--- src/pfifo_pkg.sv ---
// shared sizes for the 4k x 18 packet FIFO; changing depths needs matching widths below
package pfifo_pkg;

    //------------------------------------------------------------------
    // word layout
    //------------------------------------------------------------------
    localparam int data_w     = 16;                    // payload bits
    localparam int word_w     = 18;                    // sop + eop + payload
    localparam int sop_bit    = 17;                    // start of packet
    localparam int eop_bit    = 16;                    // end of packet

    //------------------------------------------------------------------
    // storage geometry
    //------------------------------------------------------------------
    localparam int bank_depth = 1024;                  // words per bank
    localparam int bank_aw    = 10;                    // log2(bank_depth)
    localparam int num_banks  = 4;
    localparam int bank_sel_w = 2;                     // log2(num_banks)
    localparam int fifo_depth = bank_depth * num_banks;

    //------------------------------------------------------------------
    // counters and flags
    //------------------------------------------------------------------
    localparam int occ_w      = 13;                    // 0 .. fifo_depth
    localparam int pkt_cnt_w  = 13;                    // worst case one packet per word
    localparam int full_level = fifo_depth - 1;        // one spare slot covers the flag lag

endpackage
--- src/pfifo_write_ctrl.sv ---
// write address and bank steering; no guard against writes while full
`timescale 1ns/100ps

module pfifo_write_ctrl (
    input  logic                           rclock,
    input  logic                           rreset,
    input  logic                           we,
    output logic [pfifo_pkg::bank_aw-1:0]   waddr,
    output logic [pfifo_pkg::num_banks-1:0] bank_we
);

    logic [pfifo_pkg::bank_sel_w-1:0] wsel;            // bank being filled
    logic                             waddr_last;      // top word of a bank

    assign waddr_last = (waddr == pfifo_pkg::bank_aw'(pfifo_pkg::bank_depth - 1));

    //------------------------------------------------------------------
    // address and bank select
    //------------------------------------------------------------------
    always_ff @(posedge rclock or negedge rreset) begin
        if (!rreset) begin
            waddr <= '0;
            wsel  <= '0;
        end else if (we) begin
            if (waddr_last) begin
                waddr <= '0;                           // wrap inside bank
                wsel  <= wsel + 1'b1;                  // next bank, 3 wraps to 0
            end else begin
                waddr <= waddr + 1'b1;
            end
        end
    end

    //------------------------------------------------------------------
    // per bank write enable, same cycle as we
    //------------------------------------------------------------------
    always_comb begin
        bank_we       = '0;
        bank_we[wsel] = we;                            // only selected bank writes
    end

endmodule

--- config.mk ---
export PLATFORM = sky130hd
export DESIGN_NAME = pfifo_write_ctrl
export DESIGN_NICKNAME = d
export VERILOG_FILES = /design/src/pfifo_pkg.sv /design/src/pfifo_write_ctrl.sv
export SDC_FILE = /design/constraint.sdc
export NUM_CORES = 1
export LEC_CHECK = 0
export ABC_CLOCK_PERIOD_IN_PS = 1900
export BUFFER_PORTS_ARGS = -buffer_cell sky130_fd_sc_hd__buf_2
export CORE_ASPECT_RATIO = 1.4
export CORE_MARGIN = 1
export CORE_UTILIZATION = 30
export CTS_CLUSTER_SIZE = 30
export DETAILED_ROUTE_END_ITERATION = 10
export SLEW_MARGIN = 10
export SYNTH_ARGS = -nofsm -noshare
export SYNTH_HDL_FRONTEND = slang
export SYNTH_SLANG_ARGS = --single-unit
export TNS_END_PERCENT = 100
--- constraint.sdc ---
create_clock -name rclock -period 1.9 [get_ports rclock]
set_input_delay 0.57 -clock rclock [delete_from_list [all_inputs] [get_ports rclock]]
set_output_delay 0.57 -clock rclock [all_outputs]
set_load 0.01 [all_outputs]
---- Yosys cells after proc, flatten, opt, wreduce, memory -nomap -nowiden ----
Cells that the tools add are included.
operators by class
  muxes and demuxes ....................... 3
  reduce and logical (&&, ||, !) cells .... 2
  bitwise operators ....................... 1
  $add $sub $neg .......................... 2
  magnitude comparators ................... 2
  equal/unequal tests ..................... 1
operators by type and width
  operator               number
  $add 10x1->10 const B  1
  $eq 10x10->1 const B   1
  $mux 10                1
  $and 4x4->4            1
  $lt 2x3->1 const B     1
  $add 2x1->2 const B    1
  $demux 1 s2            1
  $ge 2x1->1 const B     1
  $reduce_and 2->1       1
  $logic_and 1x1->1      1
  $mux 1                 1
storage, ports and cells
  register bits ........................... 12
  logic and storage cells ................. 13
  output and inout port bits .............. 14

---- Logic depth before layout (Yosys ltp) ----
  depth after elaboration ................. 5
  gate-level depth with buffers ........... 4
  gate-level depth less buffers ........... 4

---- Worst setup path after synthesis ----
No wires, ideal clock.
  path type ............................... flip-flop to flip-flop
  start point ............................. register waddr[0] (netlist bit)
  end point ............................... register wsel[1] (netlist bit)
  buffers on the path ..................... 0
  required time ........................... 1775 ps
  path slack .............................. 217 ps
  stages on the path, launching flop included .. 5
  arrival time ............................ 1558 ps
  cells stage by stage .................... dfrtp_1 ha_1 nand4_1 nor3_1 mux2_2
between the ends
  word-level cells in the longest chain between the ends .. 2
RTL lines
  item                               RTL line                RTL
  start: declaration                 pfifo_write_ctrl.sv:8   output logic [pfifo_pkg::bank_aw-1:0] waddr,
  start signal: assignment           pfifo_write_ctrl.sv:29  waddr <= waddr + 1'b1;
  $eq 10x10->1                       pfifo_write_ctrl.sv:15  assign waddr_last = (waddr == pfifo_pkg::bank_aw'(pfifo_pkg::bank_depth - 1));
  $reduce_and 2->1 (no source line)  n/a
  end signal: assignment             pfifo_write_ctrl.sv:27  wsel <= wsel + 1'b1;
  end: declaration                   pfifo_write_ctrl.sv:12  logic [pfifo_pkg::bank_sel_w-1:0] wsel;
Every way passes these cells.
A chain may end at the register's enable or synchronous reset.

---- Worst setup path after layout ----
  start point ............................. register wsel[0] (netlist bit)
  end point ............................... output port bank_we[0] (netlist bit)
between the ends
  word-level cells in the longest chain between the ends .. 5
  elaborated cells on any way between the ends .. 6
  those cells by class .................... order compare: 2; mux: 2; bitwise: 1; reduce/logical: 1
RTL lines
  item                                                                   RTL line                RTL
  $lt 2x3->1 (not written as such) / $ge 2x1->1 (equally long branches)  pfifo_write_ctrl.sv:39  bank_we[wsel] = we;
  $logic_and 1x1->1 (not written as such)                                pfifo_write_ctrl.sv:39
  $mux 1 (not written as such)                                           pfifo_write_ctrl.sv:39
  $demux 1 s2 (*)                                                        pfifo_write_ctrl.sv:39
  $and 4x4->4 (no source line) (*)                                       n/a
  end: declaration                                                       pfifo_write_ctrl.sv:9   output logic [pfifo_pkg::num_banks-1:0] bank_we
Every way passes the cells marked *; elsewhere a longest branch is shown, timed or not.

==> flow_metrics.tcl <==
set metrics [dict create \
    slowest_delay_ps 380 \
    antenna_found_initial 0 \
    io_buffers 16 \
    timing.rr.end "wsel[1]$_DFFE_PN0P_" \
    syn2layout_area_growth_pct 22.7 \
    grt_pass1_vias 528 \
    coreArea_um2 2040 \
    placed_cell_area_um2 790 \
    synth_area_um2 673 \
    critPathCaptureType "output port" \
    p_per_area_nw_per_um2 1430 \
    io_pins 17 \
    final_core_util_pct 40.4 \
    crit_arrival_ps 1200 \
    synth_seq_cells 12 \
    synth_cell_types 25 \
    peakVddDrop_v 0.000631 \
    grt_pass1_wl_um 2400 \
    cap_violations 0 \
    cts_resized 0 \
    clkTransAtPathRegs_ps 80 \
    postCtsHoldBufs 0 \
    remaining_drc_errors 0 \
    synth_top_area_share_pct 44.6 \
    syn_inst 67 \
    num_vias 585 \
    clk_latency_ps 270 \
    cts_root_buf "clkbuf_4" \
    synthFlopType "dfrtp_1" \
    diodes 0 \
    finalPower_mw 1.18 \
    drive_gt1_share_pct 28.4 \
    grtUsageTotal_pct 12.8 \
    tightest_slew_ps 328 \
    synth_common_cells "12 x dfrtp_1, 6 x inv_1, 5 x ha_1, 5 x xnor2_1" \
    initial_core_util_pct 32.9 \
    status "complete, no violations" \
    cp_max_fo 3 \
    worstRegToRegCells 4 \
    synth_edf_count 0 \
    cp-start-kind "flop" \
    synth_top_area_cell "dfrtp_1" \
    final_cell_area_um2 826 \
    first_pass_iters 4 \
    setup_tns_ps 0 \
    syn_nets 75 \
    async_flop_share_pct 100 \
    place.gp.congestion 0.864 \
    fillers 205 \
    hold_violations 0 \
    min_path_type "input pin to async pin" \
    clock_path_buffers 2 \
    clock_sinks 12 \
    min_period_ps 1770 \
    worst_slack_ps 133 \
    die_x_um 42.0 \
    setup_viol 0 \
    gr-total-overflow 0 \
    worstReg2RegStart "waddr[0]$_DFFE_PN0P_" \
    rsz0062_at_grt "no" \
    grt_max_degree 13 \
    slew_viol_final 0 \
    cts_inserted_buffers 3 \
    fp.dieH_um 58.1 \
    fin_nets 97 \
    wl_per_cell_um 13.3 \
    required_ps 1330 \
    clock.fmax_ghz 0.566 \
    multi_input_area_um2 338 \
    leakage_nw 0.396 \
    dp_hpwl_um 1070 \
    die-area_um2 2440 \
    yosys-top-cells-area "dfrtp_1 45%, ha_1 9.3%, xnor2_1 6.5%" \
    pre_cts_ws_ps 197 \
    routed_wl_um 1450 \
    slowest_stage "dfrtp_1" \
    yosys_warnings 0 \
    fin_skew_ps 2.71 \
    r2r_slack_ps 180 \
    avgViaCountPerCell 5.37 \
    num_rows 19 \
    ys_seq_area_share_pct 44.6 \
    final_antenna_net_count 0 \
    synth_most_common_cell "dfrtp_1" \
    slew_headroom_pct 78.0 \
    drt_iter0_drc 20 \
    path_class "flop to output port" \
    period_share_pct 93.0 \
    cts_tree "yes" \
    cts_setup_buffers 0 \
    path_cells "inv_1 > ha_1 > and2_1 > buf_2" \
    seqCellArea_um2 300 \
    cts_max_level 1 \
    synth_area_per_cell_um2 10.0 \
]
==> cell usage in the layout, fill, tap and decap left out <==
cell type,netlist,layout
a21oi_1,1,1
nand3_2,1,1
a211oi_1,1,1
nor3_1,2,2
xor2_1,1,1
ha_1,5,5
mux2_2,1,1
buf_2,1,16
clkbuf_4,0,3
o21ai_1,1,1
mux2i_1,1,1
xnor2_1,5,5
nand3_1,2,2
a41oi_1,2,2
inv_1,6,6
a21boi_0,1,1
clkbuf_8,0,1
nand4_1,4,4
o41ai_1,1,1
nand2_1,3,3
and2_1,4,4
or4_1,2,2
dfrtp_1,12,12
nor2_1,3,3
buf_4,1,3
o21ai_0,4,4
a31oi_1,2,2
==> area by class of cell <==
class                      count  area share (%)
tap                           21            3.18
sequential                    12            36.4
clock buffer                   4            4.39
inverter                       6            2.73
timing repair buffer          19            12.4
multi-input combinational     47            40.9
==> stage by stage <==
step,std cells,hold WS (ps)
floorplan,67,274
global placement,105,465
detailed placement,105,467
CTS,109,165
global route,109,164
finish,109,157
==> where the power goes <==
part           leakage, nW  switching, mW  internal (mW)
Sequential           0.139          0.139          0.354
Combinational        0.236          0.275          0.207
Clock               0.0210         0.0883          0.116
Total                0.396          0.502          0.678
==> critical path, delay by kind of cell (launching register included) <==
kind / cells / cell delay, ps
DFF: 1 / 380
buffers and inverters: 2 / 220
adders and majority gates: 1 / 190
and+or+nand+nor: 1 / 140
==> flip-flops by register name, summed over array words and instances, names as in the netlist <==
register,flops
wsel,2
waddr,10
==> cells by family after synthesis <==
group	synth area share [%]
multiplexers	3.16
adder cells (fa/ha/maj)	9.29
flip-flops	44.6
XOR/XNOR	7.81
AND/OR/NAND/NOR	17.5
buffers and inverters	5.20
AO/OA/AOI/OAI	12.5
==> metal layers <==
metal  share of wire (%)  track usage (%)  vias up
li1                    -                -      283
met1                  44             16.2      270
met5                   0                0        -
met4                0.69             6.25        0
met2                  49             21.2       28
met3                 6.1             2.18        4
==> how the worst max path moves through the flow <==
stage | depth (start not counted) | slack (ps) | startpoint | to
6_report | 4 | 130 | wsel[0]$_DFFE_PN0P_ | bank_we[0]
3_3_place_gp | 4 | 270 | waddr[0]$_DFFE_PN0P_ | wsel[1]$_DFFE_PN0P_
4_1_cts | 4 | 110 | wsel[1]$_DFFE_PN0P_ | bank_we[1]
3_5_place_dp | 4 | 200 | waddr[0]$_DFFE_PN0P_ | wsel[1]$_DFFE_PN0P_
2_1_floorplan | 4 | 220 | waddr[0]$_DFFE_PN0P_ | wsel[1]$_DFFE_PN0P_
5_1_grt | 4 | 30 | wsel[0]$_DFFE_PN0P_ | bank_we[0]
(Power assumes the default switching activity.)
