## src/pfifo_pkg.sv

```systemverilog
// shared sizes for the 4k x 18 packet FIFO; changing depths needs matching widths below
package pfifo_pkg;

    //------------------------------------------------------------------
    // word layout
    //------------------------------------------------------------------
    localparam int data_w     = 16;                    // payload bits
    localparam int word_w     = 18;                    // sop + eop + payload
    localparam int sop_bit    = 17;                    // start of packet
    localparam int eop_bit    = 16;                    // end of packet

    //------------------------------------------------------------------
    // storage geometry
    //------------------------------------------------------------------
    localparam int bank_depth = 1024;                  // words per bank
    localparam int bank_aw    = 10;                    // log2(bank_depth)
    localparam int num_banks  = 4;
    localparam int bank_sel_w = 2;                     // log2(num_banks)
    localparam int fifo_depth = bank_depth * num_banks;

    //------------------------------------------------------------------
    // counters and flags
    //------------------------------------------------------------------
    localparam int occ_w      = 13;                    // 0 .. fifo_depth
    localparam int pkt_cnt_w  = 13;                    // worst case one packet per word
    localparam int full_level = fifo_depth - 1;        // one spare slot covers the flag lag

endpackage
```

## src/pfifo_status.sv

```systemverilog
// word and packet bookkeeping; full and empty lag their counters by one cycle
`timescale 1ns/100ps

module pfifo_status (
    input  logic rclock,
    input  logic rreset,
    input  logic we,
    input  logic weop,
    input  logic re,
    input  logic rd_eop,
    output logic rd_en,
    output logic full,
    output logic empty
);

    logic [pfifo_pkg::occ_w-1:0]     occ;              // words stored
    logic [pfifo_pkg::pkt_cnt_w-1:0] pkt_cnt;          // complete packets stored
    logic                            pkt_in;           // eop word written

    assign rd_en  = re && (occ != '0);                 // reads on an empty store are dropped
    assign pkt_in = we && weop;

    //------------------------------------------------------------------
    // word occupancy
    //------------------------------------------------------------------
    always_ff @(posedge rclock or negedge rreset) begin
        if (!rreset) begin
            occ <= '0;
        end else begin
            case ({we, rd_en})
                2'b10:   occ <= occ + 1'b1;
                2'b01:   occ <= occ - 1'b1;
                default: occ <= occ;                   // idle or both
            endcase
        end
    end

    //------------------------------------------------------------------
    // packet count, decremented when the eop word leaves
    //------------------------------------------------------------------
    always_ff @(posedge rclock or negedge rreset) begin
        if (!rreset) begin
            pkt_cnt <= '0;
        end else begin
            case ({pkt_in, rd_eop})
                2'b10:   pkt_cnt <= pkt_cnt + 1'b1;
                2'b01:   pkt_cnt <= pkt_cnt - 1'b1;
                default: pkt_cnt <= pkt_cnt;           // in and out cancel
            endcase
        end
    end

    //------------------------------------------------------------------
    // flags, registered from the counters
    //------------------------------------------------------------------
    always_ff @(posedge rclock or negedge rreset) begin
        if (!rreset) begin
            full  <= 1'b0;
            empty <= 1'b1;                             // no packet after reset
        end else begin
            full  <= (occ >= pfifo_pkg::occ_w'(pfifo_pkg::full_level));
            empty <= (pkt_cnt == '0);
        end
    end

endmodule

```

## config.mk

```make
export PLATFORM = sky130hd
export DESIGN_NAME = pfifo_status
export DESIGN_NICKNAME = d
export VERILOG_FILES = /design/src/pfifo_pkg.sv /design/src/pfifo_status.sv
export SDC_FILE = /design/constraint.sdc
export NUM_CORES = 1
export LEC_CHECK = 0
export BUFFER_PORTS_ARGS = -buffer_cell sky130_fd_sc_hd__buf_2
export CORE_AREA = 2 2 66 68
export CTS_CLUSTER_SIZE = 28
export DETAILED_ROUTE_END_ITERATION = 10
export DIE_AREA = 0 0 68 70
export GPL_TIMING_DRIVEN = 0
export PLACE_DENSITY = 0.7
export SYNTH_ARGS = -nofsm -noshare
export SYNTH_HDL_FRONTEND = slang
export SYNTH_SLANG_ARGS = --single-unit
```

## constraint.sdc

```tcl
create_clock -name rclock -period 5.6 [get_ports rclock]
set_input_delay 0 -clock rclock [delete_from_list [all_inputs] [get_ports rclock]]
set_output_delay 0 -clock rclock [all_outputs]
set_load 0.005 [all_outputs]
```

**After elaboration in Yosys (flattened, before gate mapping)**

Cells that the tools add are included.

- Logic and storage cells: 21
- Flip-flop bits (word level): 28
- Input bits: 6
- Output and inout bits: 3

- Add/sub/neg operators: 4
- Reductions and logical operators: 6
- Equality and inequality tests: 4
- Multiplexer cells: 2
- Magnitude comparators: 1

Operators by type and width:

| operator | count |
|---|---|
| case mux 13 bit (2 select lines) | 2 |
| adder 13 x 1 -> 13 bit, second input constant | 2 |
| subtractor 13 x 1 -> 13 bit, second input constant | 2 |
| greater-or-equal comparator 13 x 12 -> 1 bit, second input constant | 1 |
| zero test 13 bit | 1 |
| nonzero test 13 bit | 1 |
| == test 2 x 1 -> 1 bit, second input constant | 2 |
| == test 2 bit, second input constant | 2 |
| nonzero test 2 bit | 2 |
| logical AND 1 bit | 2 |

**Depth between registers and ports, before layout**

- Word-level depth: 4
- Depth in mapped cells: 11
- Mapped depth without buffers: 10

**Worst setup path after synthesis**

OpenSTA, ideal clock, no wires.

- Path kind: register to register
- From: register occ[7] in the netlist's numbering
- To: register occ[10] in the netlist's numbering
- Path slack: 2,822 ps
- Cell stages (with the launch flop): 11
- Data required time: 5,464 ps
- Path buffers: 0
- Arrival time: 2,642 ps
- Setup time: 136 ps
- Clock period less this slack: 2,778 ps
- Cells stage by stage: dfrtp_1 > nor4_1 > a41oi_1 > ha_1 > fa_1 > a211oi_2 > nor2_2 > o41ai_4 > o21ai_0 > xnor2_1 > o21ai_0

- Longest elaborated chain between the ends: 4
- Elaborated cells on any way between the ends: 8
- Those cells by class: add/sub (2); eq/ne (2); mux (1); reduce/logical (3)

Ends and longest elaborated chain:

| what | line | source |
|---|---|---|
| from (decl) | pfifo_status.sv:16 | `logic [pfifo_pkg::occ_w-1:0] occ;` |
| from (signal assigned) | pfifo_status.sv:31 | `2'b10: occ <= occ + 1'b1;` |
| from (signal assigned) | pfifo_status.sv:32 | `2'b01: occ <= occ - 1'b1;` |
| nonzero test 13 bit * | pfifo_status.sv:20 | `assign rd_en = re && (occ != '0);` |
| logical AND 1 bit * | pfifo_status.sv:20 |  |
| net rd_en | pfifo_status.sv:11 | `output logic rd_en,` |
| == test 2 x 1 -> 1 bit / == test 2 bit (equally long branches) | pfifo_status.sv:30 | `case ({we, rd_en})` |
| case mux 13 bit (2 select lines) / nonzero test 2 bit (equally long branches) | - |  |

The timed path passes the listed nets; every way through them passes the cells marked *.
A chain may end at the register's enable or synchronous reset.

**Worst setup path in the final report**

- From: register occ[7] in the netlist's numbering
- To: register occ[10] in the netlist's numbering

- Longest elaborated chain between the ends: 4
- Elaborated cells on any way between the ends: 8
- Those cells by class: add/sub (2); eq/ne (2); mux (1); reduce/logical (3)

Ends and longest elaborated chain:

| what |
|---|
| branches (longest 4 deep; another with subtractor 13 x 1 -> 13 bit) |

Parallel ways; which one is timed is not known.

==> out/qor.yml <==
yosysWarnings: 0
htreeDepth: 1
wl_per_cell_um: 14.2
grt_overflow: 0
syn_avg_cell_area_um2: 8.99
grt_max_degree: 29
synthCells: 239
crit_buf_inv: 0
routed_via_density: 5.74
worstMarginPinSlew_ns: 0.646
core-area_um2: 4140
cts_tree: "done"
critPathRequiredTime_ns: 5.74
fin_skew_ns: 0.00717
slew_headroom_pct: 57.0
area_growth_pct: 7.92
synth_fp_nets: 271
wl_mm: 4.31
drc: 0
layout-drive-gt1-share_pct: 9.13
status: "complete, no violations"
vdd.ir_drop.worst_uv: 298
drt_iter0_drc: 144
ios: 9
crit_family: "compound AO/OA/AOI/OAI gates"
grt_pass1_wl_mm: 7.67
async_flop_share_pct: 100
drt.antenna.violating_nets: 0
fin_util_pct: 55.9
critical-path-max-stage-delay_ns: 0.53
grt_pass1_vias: 1649
antenna_cells: 0
synth_area_leader_cell: "dfrtp_1"
synth_edf_count: 0
hpwl_mm: 3.22
crit_top_cell: "o21ai_0"
synth_flop_cell: "dfrtp_1"
netlist_area_um2: 2150
seq_area_frac_synth_pct: 32.7
vias: 1745
crit_chain: "nor4_1 > a41oi_1 > ha_1 > fa_1 > a211oi_2 > nor2_2 > o41ai_4 > o21ai_0 > xnor2_1 > o21ai_0"
cts_made_buffers: 3
post-route-min-period_ns: 3.12
rsz0062_at_grt: "no"
yosysUniqueCellTypes: 45
dr.pass1.iters: 4
p_leak_uw: 0.00104
n_fill_cell: 381
critical_path.max_fanout: 14
cts_root_buffer: "clkbuf_8"
power_density_nw_per_um2: 513
maxCapViolations: 0
finalSetupTns_ns: 0
synth_area_leaders: "dfrtp_1 31%, ha_1 14%, nand2_1 5.8%"
portBuffers: 8
hold_viol: 0
cts_buffer_depth: 2
cts.repair_timing.setup_buffer_count: 0
row_count: 24
drv_slew: 0
hold_class: "in2reg"
gp_congestion: 0.942
initial_core_util_pct: 51.8
cts_resized: 0
clock_latency_ns: 0.27
cts_hold_buf: 1
clk_pin_slew_worst_paths_ns: 0.09
setup_violations: 0
cts_sinks: 28
end_kind: "flip-flop"
worstPathArrival_ns: 3.26
die_h_um: 70
finalNetCount: 285
die_x_um: 68
grtUsageTotal_pct: 20.6
path_class: "reg2reg"
antenna_found_initial: 0
fin_crit_sh_pct: 55.7
fmaxAchievable_ghz: 0.320
dieArea_um2: 4760
cpMaxStageDelayCell: "fa_1"
synth_top_area_share_pct: 31.5
ys_ff_latch: 28
crit_path_start_kind: "flip-flop"
[Yosys cell counts, types with 2 or more instances]
library cell,number
mux2i_1,2
o21a_1,6
fa_1,2
dfrtp_1,27
a21oi_1,9
a211oi_1,5
o21ai_1,4
o21bai_1,2
inv_1,9
nand4_1,5
nor4_1,4
xor2_1,9
nand3_1,3
xnor2_1,11
o31ai_1,4
nor2b_1,2
a31oi_1,5
nor2_1,14
ha_1,24
clkbuf_1,7
nor3_1,3
nand2_1,33
o21ai_0,22
a21o_1,6
[metal layers]
layer | wire [um] | vias to the layer above | global-route usage, %
met5 | 0 | - | 0
met4 | 35 | 0 | 4.89
met3 | 105 | 2 | 3.38
met2 | 1840 | 32 | 29.9
met1 | 2330 | 817 | 31.8
li1 | - | 894 | -
[flip-flops by register name, indices dropped and copies added, names as in the netlist]
register  count
pkt_cnt      13
occ          13
full          1
empty         1
[power by group]
group / switching, uW / total, uW / internal, uW
clock: 60.1 / 123 / 62.9
sequential: 104 / 406 / 301
combinational: 356 / 660 / 304
total: 520 / 1190 / 668
[cell families after synthesis]
family | count (synthesis) | share of synthesized area (%)
AOI/OAI and AO/OA | 73 | 23.2
and+or+nand+nor | 73 | 15.8
DFF | 28 | 32.7
adders and majority gates | 26 | 15.8
xor gates and xnor gates | 20 | 8.15
buffers and inverters | 16 | 2.80
muxes | 3 | 1.46
[worst reg2reg max path: cells and delay by family (launching register included)]
kind            cells  cell delay [ns]
compound gates      5             1.05
flops               1             0.43
fa+ha+maj           2             0.97
xor+xnor            1             0.14
simple gates        2             0.40
[path summary, 6_finish.rpt]
check / startpoint / to / cells past startpoint / slack [ns]
min reg2reg: pkt_cnt[12] / pkt_cnt[12] / 1 / 0.47
min: we / occ[3] / 4 / 0.25
max reg2reg: occ[7] / occ[10] / 10 / 2.48
min in group asynchronous: rreset / pkt_cnt[10] / 2 / 0.27
max: occ[7] / occ[10] / 10 / 2.48
max in group asynchronous: rreset / occ[7] / 2 / 4.90
[layout by cell type, fill, tap and decap left out, types with 6 or more instances in the layout]
master / n
xor2_1: 9
o21a_1: 6
clkbuf_1: 7
inv_1: 9
dfrtp_1: 27
xnor2_1: 11
buf_2: 8
a21oi_1: 9
o21ai_0: 22
a21o_1: 6
nand2_1: 33
ha_1: 24
nor2_1: 14
[area by class of cell]
class | count | area, um^2 | share of cell area, %
Buffer | 7 | 26.3 | 1.13
Clock buffer | 4 | 55.1 | 2.37
Inverter | 9 | 33.8 | 1.46
Multi-Input combinational cell | 195 | 1390 | 59.8
Sequential cell | 28 | 702 | 30.3
Tap cell | 52 | 65.1 | 2.81
Timing Repair Buffer | 9 | 50.0 | 2.16
[metrics by stage]
| stage | total power [uW] | std cells | area [um^2] | setup slack, ns | hold WS [ns] |
|---|---|---|---|---|---|
| floorplan | 926 | 239 | 2150 | 2.82 | -0.296 |
| global placement | 1050 | 299 | 2250 | 2.46 | 0.0493 |
| detailed placement | 1060 | 299 | 2250 | 2.48 | 0.0606 |
| CTS | 1190 | 304 | 2320 | 2.45 | 0.248 |
| global route | 1320 | 304 | 2320 | 2.22 | 0.293 |
| finish | 1190 | 304 | 2320 | 2.48 | 0.251 |
Note: power is estimated with default switching activity, not from simulation.
