===== src/pfifo_pkg.sv =====
// shared sizes for the 4k x 18 packet FIFO; changing depths needs matching widths below
package pfifo_pkg;

    //------------------------------------------------------------------
    // word layout
    //------------------------------------------------------------------
    localparam int data_w     = 16;                    // payload bits
    localparam int word_w     = 18;                    // sop + eop + payload
    localparam int sop_bit    = 17;                    // start of packet
    localparam int eop_bit    = 16;                    // end of packet

    //------------------------------------------------------------------
    // storage geometry
    //------------------------------------------------------------------
    localparam int bank_depth = 1024;                  // words per bank
    localparam int bank_aw    = 10;                    // log2(bank_depth)
    localparam int num_banks  = 4;
    localparam int bank_sel_w = 2;                     // log2(num_banks)
    localparam int fifo_depth = bank_depth * num_banks;

    //------------------------------------------------------------------
    // counters and flags
    //------------------------------------------------------------------
    localparam int occ_w      = 13;                    // 0 .. fifo_depth
    localparam int pkt_cnt_w  = 13;                    // worst case one packet per word
    localparam int full_level = fifo_depth - 1;        // one spare slot covers the flag lag

endpackage

===== src/pfifo_read_ctrl.sv =====
// read address, bank order and output mux; rd_en must already be qualified by occupancy
`timescale 1ns/100ps

module pfifo_read_ctrl (
    input  logic                        rclock,
    input  logic                        rreset,
    input  logic                        rd_en,
    input  logic [pfifo_pkg::num_banks-1:0][pfifo_pkg::word_w-1:0] bank_rdata,
    output logic [pfifo_pkg::bank_aw-1:0] raddr,
    output logic [pfifo_pkg::word_w-1:0]  rdata,
    output logic                        rvalid,
    output logic                        rd_eop
);

    logic [pfifo_pkg::bank_sel_w-1:0] rsel;            // bank being drained
    logic [pfifo_pkg::bank_sel_w-1:0] rsel_d;          // bank holding last read word
    logic                             raddr_last;

    assign raddr_last = (raddr == pfifo_pkg::bank_aw'(pfifo_pkg::bank_depth - 1));

    //------------------------------------------------------------------
    // address and bank select, same order as the write side
    //------------------------------------------------------------------
    always_ff @(posedge rclock or negedge rreset) begin
        if (!rreset) begin
            raddr <= '0;
            rsel  <= '0;
        end else if (rd_en) begin
            if (raddr_last) begin
                raddr <= '0;
                rsel  <= rsel + 1'b1;                  // step to next bank
            end else begin
                raddr <= raddr + 1'b1;
            end
        end
    end

    //------------------------------------------------------------------
    // delayed select and valid, aligned with the bank read register
    //------------------------------------------------------------------
    always_ff @(posedge rclock or negedge rreset) begin
        if (!rreset) begin
            rsel_d <= '0;
            rvalid <= 1'b0;
        end else begin
            if (rd_en) begin
                rsel_d <= rsel;                        // follows the bank just read
            end
            rvalid <= rd_en;                           // one cycle read to data
        end
    end

    assign rdata  = bank_rdata[rsel_d];                // output mux
    assign rd_eop = rvalid && rdata[pfifo_pkg::eop_bit];

endmodule


===== config.mk =====
export PLATFORM = sky130hd
export DESIGN_NAME = pfifo_read_ctrl
export DESIGN_NICKNAME = d
export VERILOG_FILES = /design/src/pfifo_pkg.sv /design/src/pfifo_read_ctrl.sv
export SDC_FILE = /design/constraint.sdc
export NUM_CORES = 1
export LEC_CHECK = 0
export BUFFER_PORTS_ARGS = -buffer_cell sky130_fd_sc_hd__buf_2
export CAP_MARGIN = 20
export CORE_MARGIN = 4
export CORE_UTILIZATION = 33
export DETAILED_ROUTE_END_ITERATION = 8
export PLACE_DENSITY = 0.87
export SETUP_SLACK_MARGIN = 0.15
export SLEW_MARGIN = 10
export SYNTH_ARGS = -nofsm -noshare
export SYNTH_HDL_FRONTEND = slang
export SYNTH_SLANG_ARGS = --single-unit

===== constraint.sdc =====
create_clock -name rclock -period 1.31 [get_ports rclock]
set_input_delay 0.0655 -clock rclock [delete_from_list [all_inputs] [get_ports rclock]]
set_output_delay 0.0655 -clock rclock [all_outputs]
set_load 0.01 [all_outputs]

; ---- After elaboration in Yosys (flattened, before gate mapping)
; Index checks and enable logic that the tools add are counted.
[totals]
wordCells = 13
reg_bits = 15
inputBits = 75
out_inout_bits = 30
[classes]
eq_ne = 1
magnitude_cmp = 1
mux = 3
n_addsub = 2
n_reduce_logical = 2
[op_table]
columns = cell, count
row1 = binary-select mux 18 bit (select 2 bit), 1
row2 = 2-to-1 mux 18 bit, 1
row3 = "adder 10 x 1 -> 10 bit, second input constant", 1
row4 = "== test 10 bit, second input constant", 1
row5 = 2-to-1 mux 10 bit, 1
row6 = "< comparator 2 x 3 -> 1 bit, second input constant", 1
row7 = "adder 2 x 1 -> 2 bit, second input constant", 1
row8 = AND reduction 2 bit, 1
row9 = logical AND 1 bit, 1

; ---- Longest topological paths before layout
; Gate-level depths: netlist of run 1.
[logic_depth]
ltp_word = 3
ltp_mapped = 4
ltp_nobuf = 4

; ---- Worst setup path after synthesis of run 1
; OpenSTA, ideal clock, no wires.
[synth_timing]
kind = register -> register
from = register raddr[1] (netlist name)
to = register rsel[1] (netlist name)
path_buffers = 0
arrival_time_ps = 1254
path_stages_with_launch = 5
setup_ps = 79
slack_ps = -23
cell_sequence = dfrtp_1 -> ha_1 -> nand3_1 -> nor4_1 -> xor2_1
[synth_between]
elab_chain_len = 2
[synth_rtl]
columns = item, line_no
row1 = start: declaration, pfifo_read_ctrl.sv:9  ; output logic [pfifo_pkg::bank_aw-1:0] raddr,
row2 = start signal: assignment, pfifo_read_ctrl.sv:33  ; raddr <= raddr + 1'b1;
row3 = == test 10 bit, pfifo_read_ctrl.sv:19  ; assign raddr_last = (raddr == pfifo_pkg::bank_aw'(pfifo_pkg::bank_depth - 1));
row4 = AND reduction 2 bit (no line), -
row5 = end signal: assignment, pfifo_read_ctrl.sv:31  ; rsel <= rsel + 1'b1;
row6 = end: declaration, pfifo_read_ctrl.sv:15  ; logic [pfifo_pkg::bank_sel_w-1:0] rsel;
; Every way passes these cells.
; A chain may end at the register's enable or synchronous reset.

; ---- Final worst setup path of run 1
[layout_timing]
from = register rsel_d[0] (netlist name)
to = output rd_eop
[layout_between]
elab_chain_len = 3
[layout_rtl]
columns = item, line_no
row1 = start: declaration, pfifo_read_ctrl.sv:16  ; logic [pfifo_pkg::bank_sel_w-1:0] rsel_d;
row2 = start signal: assignment, pfifo_read_ctrl.sv:47  ; rsel_d <= rsel;
row3 = binary-select mux 18 bit (select 2 bit), pfifo_read_ctrl.sv:53  ; assign rdata = bank_rdata[rsel_d];
row4 = 2-to-1 mux 18 bit (not written as such), pfifo_read_ctrl.sv:53
row5 = logical AND 1 bit, pfifo_read_ctrl.sv:54  ; assign rd_eop = rvalid && rdata[pfifo_pkg::eop_bit];
row6 = end: declaration, pfifo_read_ctrl.sv:12  ; output logic rd_eop
; Every way passes these cells. The select of a mux whose other input is x is not followed.

==> impl_metrics.tcl, run 1 <==
set metrics [dict create \
    drtPass1Iterations 4 \
    worst_slack_ns -0.349 \
    max_cap_violations 0 \
    finish.utilization_pct 61.3 \
    initial_utilization_pct 33.9 \
    drt_iter0_drc 34 \
    dieArea_um2 4430 \
    numCtsBuffers 3 \
    cts_max_level 1 \
    hold_violations 0 \
    nets 286 \
    synth-compound-area-share_pct 3.87 \
    n_fill_cell 273 \
    syn-instance-count 84 \
    muxShareOfSynthArea_pct 37.8 \
    io_pins 105 \
    leakagePower_nw 0.986 \
    grt_max_degree 18 \
    yosysSeqAreaShare_pct 33.1 \
    ir_drop_mv 0.844 \
    vias 1272 \
    synth_top_family_by_area "multiplexers" \
    ys_types 27 \
    finClkSkew_ns 0.00716 \
    gp_congestion 0.720 \
    multi_input_area_um2 802 \
    ant_nets 0 \
    synthAdderAreaFrac_pct 1.10 \
    worst_pin_slew_ns 0.348 \
    synth-seq-cells 15 \
    port_buffers 104 \
    cp-start-kind "register" \
    path_max_fanout 4 \
    finalSetupViolCount 19 \
    cp-end-kind "primary output" \
    hpwl_mm 3.07 \
    worstPathArrival_ns 1.59 \
    die_x_um 66.6 \
    worstPathRequired_ns 1.24 \
    fin_crit_ns 1.66 \
    syn2layout_area_growth_pct 80.8 \
    hold_slack_ns 0.0390 \
    gr-total-overflow 0 \
    cts_tree "done" \
    grt_pass1_vias 1245 \
    slew_headroom_pct 76.8 \
    wl_per_cell_um 16.1 \
    regArea_um2 387 \
    via_per_inst 4.99 \
    antenna_found_initial 0 \
    num_rows 21 \
    grt_pass1_wl_mm 5.60 \
    fin_crit_sh_pct 127 \
    diodes 0 \
    syn_nets 160 \
    core_um2 3340 \
    drc_errors 0 \
    rsz0062_at_grt "true" \
    synth_top_area_cell "mux4_2" \
    fmax_ghz 0.603 \
    drive_gt1_share_pct 82.3 \
    synth_area_per_cell_um2 13.5 \
    yosys-top-cells-area "mux4_2 (36%), dfrtp_1 (33%), xnor2_1 (3.1%)" \
    hold_class "input pin to register" \
    yosys_warnings 0 \
    track_usage_pct 16.9 \
    synth_xor_xnor_area_share_pct 5.41 \
    outcome "finished with violations" \
    yosysTopAreaCellShare_pct 35.8 \
    clockBufferDepth 2 \
    p_per_area_nw_per_um2 914 \
    insertion_delay_ns 0.30 \
    timing.setup.critical_path_class "register to primary output" \
    mappedNetlistArea_um2 1130 \
    maxSlewViolCount 0 \
    root_buffer "clkbuf_4" \
    violations "negative setup slack" \
    synthSimpleGateAreaFrac_pct 14.1 \
    die_h_um 66.6 \
    reg2reg_setup_slack_ns 0.08 \
    wl_mm 4.11 \
    cts_sinks 15 \
    path_clk_slew_ns 0.09 \
]
[metal layers]
layer,GRT usage (%),vias to the layer above,wire length (um)
li1,-,589,-
met1,18.9,610,1470
met2,31.3,68,2200
met3,3.04,5,379
met4,6.85,0,59
met5,0,-,0
[path summary, 6_finish.rpt]
| kind | startpoint | end | depth (start not counted) |
|---|---|---|---|
| worst max-delay path | rsel_d[0] | rd_eop | 4 |
| worst min-delay path | rd_en | rvalid | 1 |
| worst max register to register | raddr[4] | raddr[7] | 3 |
| worst min register to register | rsel[1] | rsel[1] | 1 |
| max in group asynchronous | rreset | raddr[2] | 2 |
| min in group asynchronous | rreset | rsel_d[1] | 2 |
[sequential cells by signal, summed over array words and instances, names as in the netlist]
signal	flops
rsel_d	2
rvalid	1
raddr	10
rsel	2
[power breakdown]
part	leakage [nW]	internal (mW)	total (mW)	switching (mW)
clock	0.0150	0.119	0.279	0.160
sequential	0.163	0.559	0.678	0.119
combinational	0.808	0.517	0.913	0.396
[per-stage QoR]
stage / area (um2) / total power [mW] / setup TNS (ns) / cells / setup slack (ns)
global placement: 1750 / 1.24 / -0.00841 / 233 / -0.00429
floorplan: 1170 / 0.982 / 0 / 84 / 0.0379
global route: 2050 / 1.98 / -6.79 / 255 / -0.397
CTS: 1980 / 1.77 / -6.04 / 254 / -0.358
detailed placement: 1750 / 1.26 / -0.0494 / 233 / -0.0218
finish: 2050 / 1.87 / -5.62 / 255 / -0.349
[final cells by class]
class                           count  share of cell area (%)
Sequential cell                    15                    18.9
Multi-Input combinational cell     60                    39.2
Inverter                            4                   0.733
Clock buffer                        4                    1.28
Tap cell                           46                    2.81
Timing Repair Buffer              126                    37.1
[cell families (layout without fill, tap and decap cells)]
group	after synthesis	after routing
multiplexers	20	20
AND/OR/NAND/NOR	25	25
adder cells (fa/ha/maj)	1	1
AO/OA/AOI/OAI	7	7
XOR/XNOR	7	7
flip-flops	15	15
buffers and inverters	9	134
[worst max-delay path: stages (launching register included)]
cell and delay, ns:
dfrtp_2 0.43, buf_6 0.11, mux4_2 0.49, and2_4 0.15, buf_6 0.11
[synth_stat cells (all sizes together)]
library cell  instances
mux4                 18
dfrtp                15
nand2                 6
nand3                 6
buf                   5
inv                   4
xnor2                 4
nand4                 3
nor3                  3
o21ai                 3
xor2                  3
mux2                  2
nor2                  2
or4                   2
a21oi                 1
and2                  1
ha                    1
nor4                  1
o221ai                1
o22ai                 1
o311ai                1
or3                   1
[timing repair]
item                                    4_1_cts  5_1_grt
hold endpoints to repair                     15        0
buffers inserted                             15        1
resized for setup                            16       16
hold buffers                                  1        0
pin swaps                                     9        5
endpoints found under the setup margin       27       28
cloned                                        1        0
[cells in the final DEF (no fill, tap or decap), types with 3 or more instances in the layout]
master	synthesis	final
buf_2	2	100
mux4_2	18	18
buf_6	1	13
buf_4	2	11
dfrtp_2	0	9
dfrtp_1	15	6
nand2_1	6	5
xnor2_1	4	4
inv_1	4	3
xor2_1	3	3
nand3_1	5	3
clkbuf_4	0	3
Power figures use the tool's default switching activity.
==> inputs of run 2 (changes only) <==
--- a/config.mk
+++ b/config.mk
@@ -8,9 +8,9 @@
 export BUFFER_PORTS_ARGS = -buffer_cell sky130_fd_sc_hd__buf_2
 export CAP_MARGIN = 20
 export CORE_MARGIN = 4
-export CORE_UTILIZATION = 33
+export CORE_UTILIZATION = 40
 export DETAILED_ROUTE_END_ITERATION = 8
-export PLACE_DENSITY = 0.87
+export PLACE_DENSITY = 0.95
 export SETUP_SLACK_MARGIN = 0.15
 export SLEW_MARGIN = 10
 export SYNTH_ARGS = -nofsm -noshare
==> constraint.sdc (replaced) <==
create_clock -name rclock -period 2 [get_ports rclock]
set_input_delay 0.1 -clock rclock [delete_from_list [all_inputs] [get_ports rclock]]
set_output_delay 0.1 -clock rclock [all_outputs]
set_load 0.01 [all_outputs]
==> impl_metrics.tcl, run 2 (synthesis results as in run 1) <==
set metrics [dict create \
    maxSlewViolCount 0 \
    reg2reg_setup_slack_ns 0.53 \
    top_register "raddr" \
    insertion_delay_ns 0.28 \
    die_h_um 61.2 \
    worstPathArrival_ns 1.56 \
    drt_iter0_drc 37 \
    cp-end-kind "primary output" \
    initial_utilization_pct 41.4 \
    drc_errors 0 \
    worstPathCellList "buf_12 -> mux4_2 -> buf_2" \
    vias 1195 \
    cpPeakStageDelay_ns 0.51 \
    final_cell_mix "buf_2 (104), mux4_2 (18), dfrtp_1 (14), nand2_1 (6), nand3_1 (5)" \
    drtPass1Iterations 4 \
    critPathTopFamily "multiplexers" \
    place_inst 216 \
    drive_gt1_share_pct 70.3 \
    fin_area_um2 1740 \
    hpwl_mm 3.23 \
    r2r-start "raddr[0]" \
    final_common_cell "buf_2" \
    track_usage_pct 19.0 \
    numCtsBuffers 3 \
    hold_violations 0 \
    cts_tree "done" \
    core_um2 2730 \
    syn2layout_area_growth_pct 53.3 \
    port_buffers 104 \
    worst_pin_slew_ns 0.325 \
    cts_max_level 1 \
    fmax_ghz 0.603 \
    clockBufferDepth 2 \
    cp.depth 3 \
    timing.setup.critical_path_class "register to primary output" \
    io_pins 105 \
    outcome "finished, final reports clean" \
    fin_crit_ns 1.66 \
    ant_nets 0 \
    root_buffer "clkbuf_4" \
    worst_path_max_delay_cell "mux4_2" \
    finalSetupViolCount 0 \
    gp_congestion 0.795 \
    dpl_cell_area_um2 1680 \
    grt_pass1_wl_mm 5.22 \
    crit_buf_inv 2 \
    leakagePower_nw 0.867 \
    endpoint "rdata[11]" \
    wl_per_cell_um 16.9 \
    largest_reg_flops 10 \
    grt_max_degree 16 \
    cp-start-kind "register" \
    diodes 0 \
    via_per_inst 5.36 \
    max_cap_violations 0 \
    worstPathRequired_ns 1.90 \
    antenna_found_initial 0 \
    reg2reg_depth 4 \
    rr_endpoint "rsel[1]" \
    worstHoldStart "rd_en" \
    layout.cells.non_filler 223 \
    path_max_fanout 12 \
    wl_mm 3.76 \
    hold_class "input pin to register" \
    cts_sinks 15 \
    largestRegisters "raddr: 10 flops, rsel: 2 flops, rsel_d: 2 flops" \
    gr-total-overflow 0 \
    slew_headroom_pct 78.1 \
    num_rows 19 \
    fin_tns_setup_ns 0 \
    ir_drop_mv 0.899 \
    nets 269 \
    rsz0062_at_grt "false" \
    crit_start "rsel_d[0]" \
    dieArea_um2 3750 \
    die_x_um 61.2 \
    p_per_area_nw_per_um2 554 \
    fin_crit_sh_pct 83.0 \
    grt_pass1_vias 1220 \
    finClkSkew_ns 0.00430 \
    path_clk_slew_ns 0.08 \
]
-- run 2: cell types whose count changed in the layout (fill, tap and decap cells not counted), sizes merged --
cell and delta:
buf -17
-- run 2: worst reg2reg max path: stages (launching register included) --
cell	delay (ns)
dfrtp_1	0.45
ha_1	0.25
nand3_1	0.22
nor4_1	0.31
xor2_1	0.17
-- run 2: through the flow --
step                total power [mW]  setup WS [ns]  hold WS, ns  util (%)
CTS                            0.972          0.211       0.0537      62.9
global placement               0.778          0.431       0.0168      61.6
global route                    1.03          0.270       0.0474      63.5
detailed placement             0.799          0.381       0.0202      61.6
finish                         0.962          0.341       0.0608      63.5
floorplan                      0.615          0.655       -0.196         -
-- run 2: layer usage --
layer / track usage, % / up-vias / part of all wire (%)
li1: - / 554 / -
met1: 20.2 / 564 / 33
met2: 35.8 / 65 / 55
met3: 3.56 / 12 / 10
met4: 8.36 / 0 / 2.4
met5: 0 / - / 0
-- run 2: layout make-up --
| cell class | count | area, um2 |
|---|---|---|
| Tap cell | 31 | 38.8 |
| Sequential cell | 15 | 377 |
| Clock buffer | 4 | 26.3 |
| Timing Repair Buffer | 109 | 573 |
| Fill cell | 228 | 998 |
| Multi-Input combinational cell | 60 | 706 |
| Inverter | 4 | 15.0 |
-- run 2: worst min-delay path by stage --
stage	depth (start not counted)	slack, ns	to
global placement	1	0.02	raddr[5]
floorplan	0	-0.20	raddr[0]
finish	1	0.06	rvalid
global route	1	0.05	rvalid
CTS	1	0.05	rvalid
detailed placement	1	0.02	raddr[5]
-- run 2: report_power, final --
group | internal, mW | switching (mW) | leakage [nW]
clock network | 0.0774 | 0.0933 | 0.0150
logic | 0.184 | 0.160 | 0.681
registers | 0.356 | 0.0916 | 0.171
-- run 2: timing repair --
action	4_1_cts	5_1_grt
hold buffers	1	0
setup endpoints to repair	13	6
setup buffers	0	2
endpoints found under the hold margin	15	0
resized for setup	1	0
==> inputs of run 3 (changes only) <==
--- a/config.mk
+++ b/config.mk
@@ -8,9 +8,9 @@
 export BUFFER_PORTS_ARGS = -buffer_cell sky130_fd_sc_hd__buf_2
 export CAP_MARGIN = 20
 export CORE_MARGIN = 4
-export CORE_UTILIZATION = 40
+export CORE_UTILIZATION = 37
 export DETAILED_ROUTE_END_ITERATION = 8
-export PLACE_DENSITY = 0.95
+export PLACE_DENSITY = 0.91
 export SETUP_SLACK_MARGIN = 0.15
 export SLEW_MARGIN = 10
 export SYNTH_ARGS = -nofsm -noshare
==> constraint.sdc (replaced) <==
create_clock -name rclock -period 1.6 [get_ports rclock]
set_input_delay 0.08 -clock rclock [delete_from_list [all_inputs] [get_ports rclock]]
set_output_delay 0.08 -clock rclock [all_outputs]
set_load 0.01 [all_outputs]
==> impl_metrics.tcl, run 3 (synthesis results as in run 1) <==
set metrics [dict create \
    outcome "finished with violations" \
    violations "negative setup slack" \
    p_per_area_nw_per_um2 673 \
    worstPathArrival_ns 1.59 \
    ir_drop_mv 0.640 \
    fin_crit_sh_pct 105 \
    place_inst 216 \
    fin_crit_ns 1.67 \
    initial_utilization_pct 40.0 \
    cp.depth 3 \
    path_clk_slew_ns 0.09 \
    dpl_cell_area_um2 1680 \
    hold_class "input pin to register" \
    root_buffer "clkbuf_4" \
    cts_max_level 1 \
    cp-end-kind "primary output" \
    vias 1236 \
    num_rows 19 \
    gp_congestion 0.760 \
    rr_endpoint "rsel[1]" \
    worstPathRequired_ns 1.52 \
    finClkSkew_ns 0.00361 \
    power.total_mw 1.26 \
    grt_pass1_vias 1231 \
    io_pins 105 \
    largest_reg_flops 10 \
    leakagePower_nw 0.930 \
    crit_start "rsel_d[0]" \
    cp-start-kind "register" \
    wl_mm 4.21 \
    die_x_um 63.3 \
    dieArea_um2 4010 \
    cts_sinks 15 \
    clockBufferDepth 2 \
    crit_buf_inv 2 \
    worstPathCellList "clkbuf_16 -> mux4_2 -> buf_2" \
    largestRegisters "raddr: 10 flops, rsel: 2 flops, rsel_d: 2 flops" \
    max_cap_violations 0 \
    nets 271 \
    drive_gt1_share_pct 72.7 \
    core_um2 2830 \
    drtPass1Iterations 4 \
    fin_area_um2 1870 \
    hpwl_mm 3.19 \
    gr-total-overflow 0 \
    port_buffers 104 \
    wl_per_cell_um 18.6 \
    cpPeakStageDelay_ns 0.51 \
    reg2reg_setup_slack_ns 0.23 \
    reg2reg_depth 4 \
    insertion_delay_ns 0.29 \
    place_ws_ns 0.134 \
    multi_input_area_um2 726 \
    r2r-start "raddr[7]" \
    path_max_fanout 8 \
    endpoint "rdata[12]" \
    track_usage_pct 18.6 \
    fin_tns_setup_ns -0.672 \
    critPathTopFamily "multiplexers" \
    fmax_ghz 0.598 \
    hold_violations 0 \
    regArea_um2 377 \
    finalSetupViolCount 18 \
    drc_errors 0 \
    n_fill_cell 217 \
    worst_pin_slew_ns 0.316 \
    rsz0062_at_grt "true" \
    via_per_inst 5.47 \
    ant_nets 0 \
    antenna_found_initial 1 \
    grt_max_degree 18 \
    final_cell_mix "buf_2 (92), mux4_2 (18), dfrtp_1 (14), buf_6 (13), nand2_1 (6)" \
    numCtsBuffers 3 \
    top_register "raddr" \
    grt_pass1_wl_mm 5.90 \
    maxSlewViolCount 0 \
    die_h_um 63.3 \
    final_common_cell "buf_2" \
    cts_tree "done" \
    syn2layout_area_growth_pct 65.2 \
    layout.cells.non_filler 226 \
    drt_iter0_drc 82 \
    worst_slack_ns -0.0727 \
    slew_headroom_pct 78.9 \
    timing.setup.critical_path_class "register to primary output" \
    worst_path_max_delay_cell "mux4_2" \
]
[run 3: cell count changes in the layout (fill, tap and decap cells not counted), sizes merged]
cell	delta
clkinv	+1
buf	+1
diode	+1
[run 3: power by group]
| group | internal, mW | leakage (nW) | switching (mW) |
|---|---|---|---|
| clock | 0.0930 | 0.0177 | 0.128 |
| combinational | 0.259 | 0.741 | 0.214 |
| sequential | 0.444 | 0.171 | 0.120 |
| total | 0.797 | 0.930 | 0.461 |
[run 3: per-stage QoR]
step	utilization, %	hold slack (ns)
final	66.1	0.0342
after global routing	66.1	0.0268
after CTS	61.5	0.0230
after floorplan	-	-0.216
after detailed placement	59.5	-0.00506
after global placement	59.5	-0.00878
[run 3: worst min path at each step]
stage,depth (start not counted),slack [ns],startpoint,endpoint
CTS,1,0.02,rd_en,rvalid
global route,1,0.03,rd_en,rvalid
global placement,1,-0.009,rreset,raddr[6]
finish,1,0.03,rd_en,rvalid
floorplan,0,-0.22,rreset,raddr[0]
detailed placement,1,-0.005,rreset,raddr[8]
[run 3: timing repair]
item | 4_1_cts | 5_1_grt
setup buffers | 0 | 3
hold endpoints to repair | 15 | 0
gates resized for setup | 4 | 15
setup endpoints to repair | 20 | 26
pin swaps | 1 | 1
hold buffers | 1 | 0
cloned | 0 | 1
[run 3: worst reg2reg max path, stage by stage, from the launching register on]
cell,delay (ns)
dfrtp_1,0.45
nand4_1,0.22
buf_4,0.21
nor4_2,0.25
xor2_1,0.17
[run 3: layout make-up]
type / count / area share, %
multi-input combinational: 60 / 38.8
sequential: 15 / 20.1
inverter: 4 / 0.803
tap: 31 / 2.07
clock buffer: 3 / 1.20
clock inverter: 1 / 0.268
antenna: 1 / 0.134
timing repair buffer: 111 / 36.6
[run 3: metal layers]
layer,share of wire (%),up-vias,track usage [%]
met1,31,592,17.3
li1,-,558,-
met4,1.9,0,4.85
met5,0,-,0
met2,57,74,37.5
met3,10,12,6.39
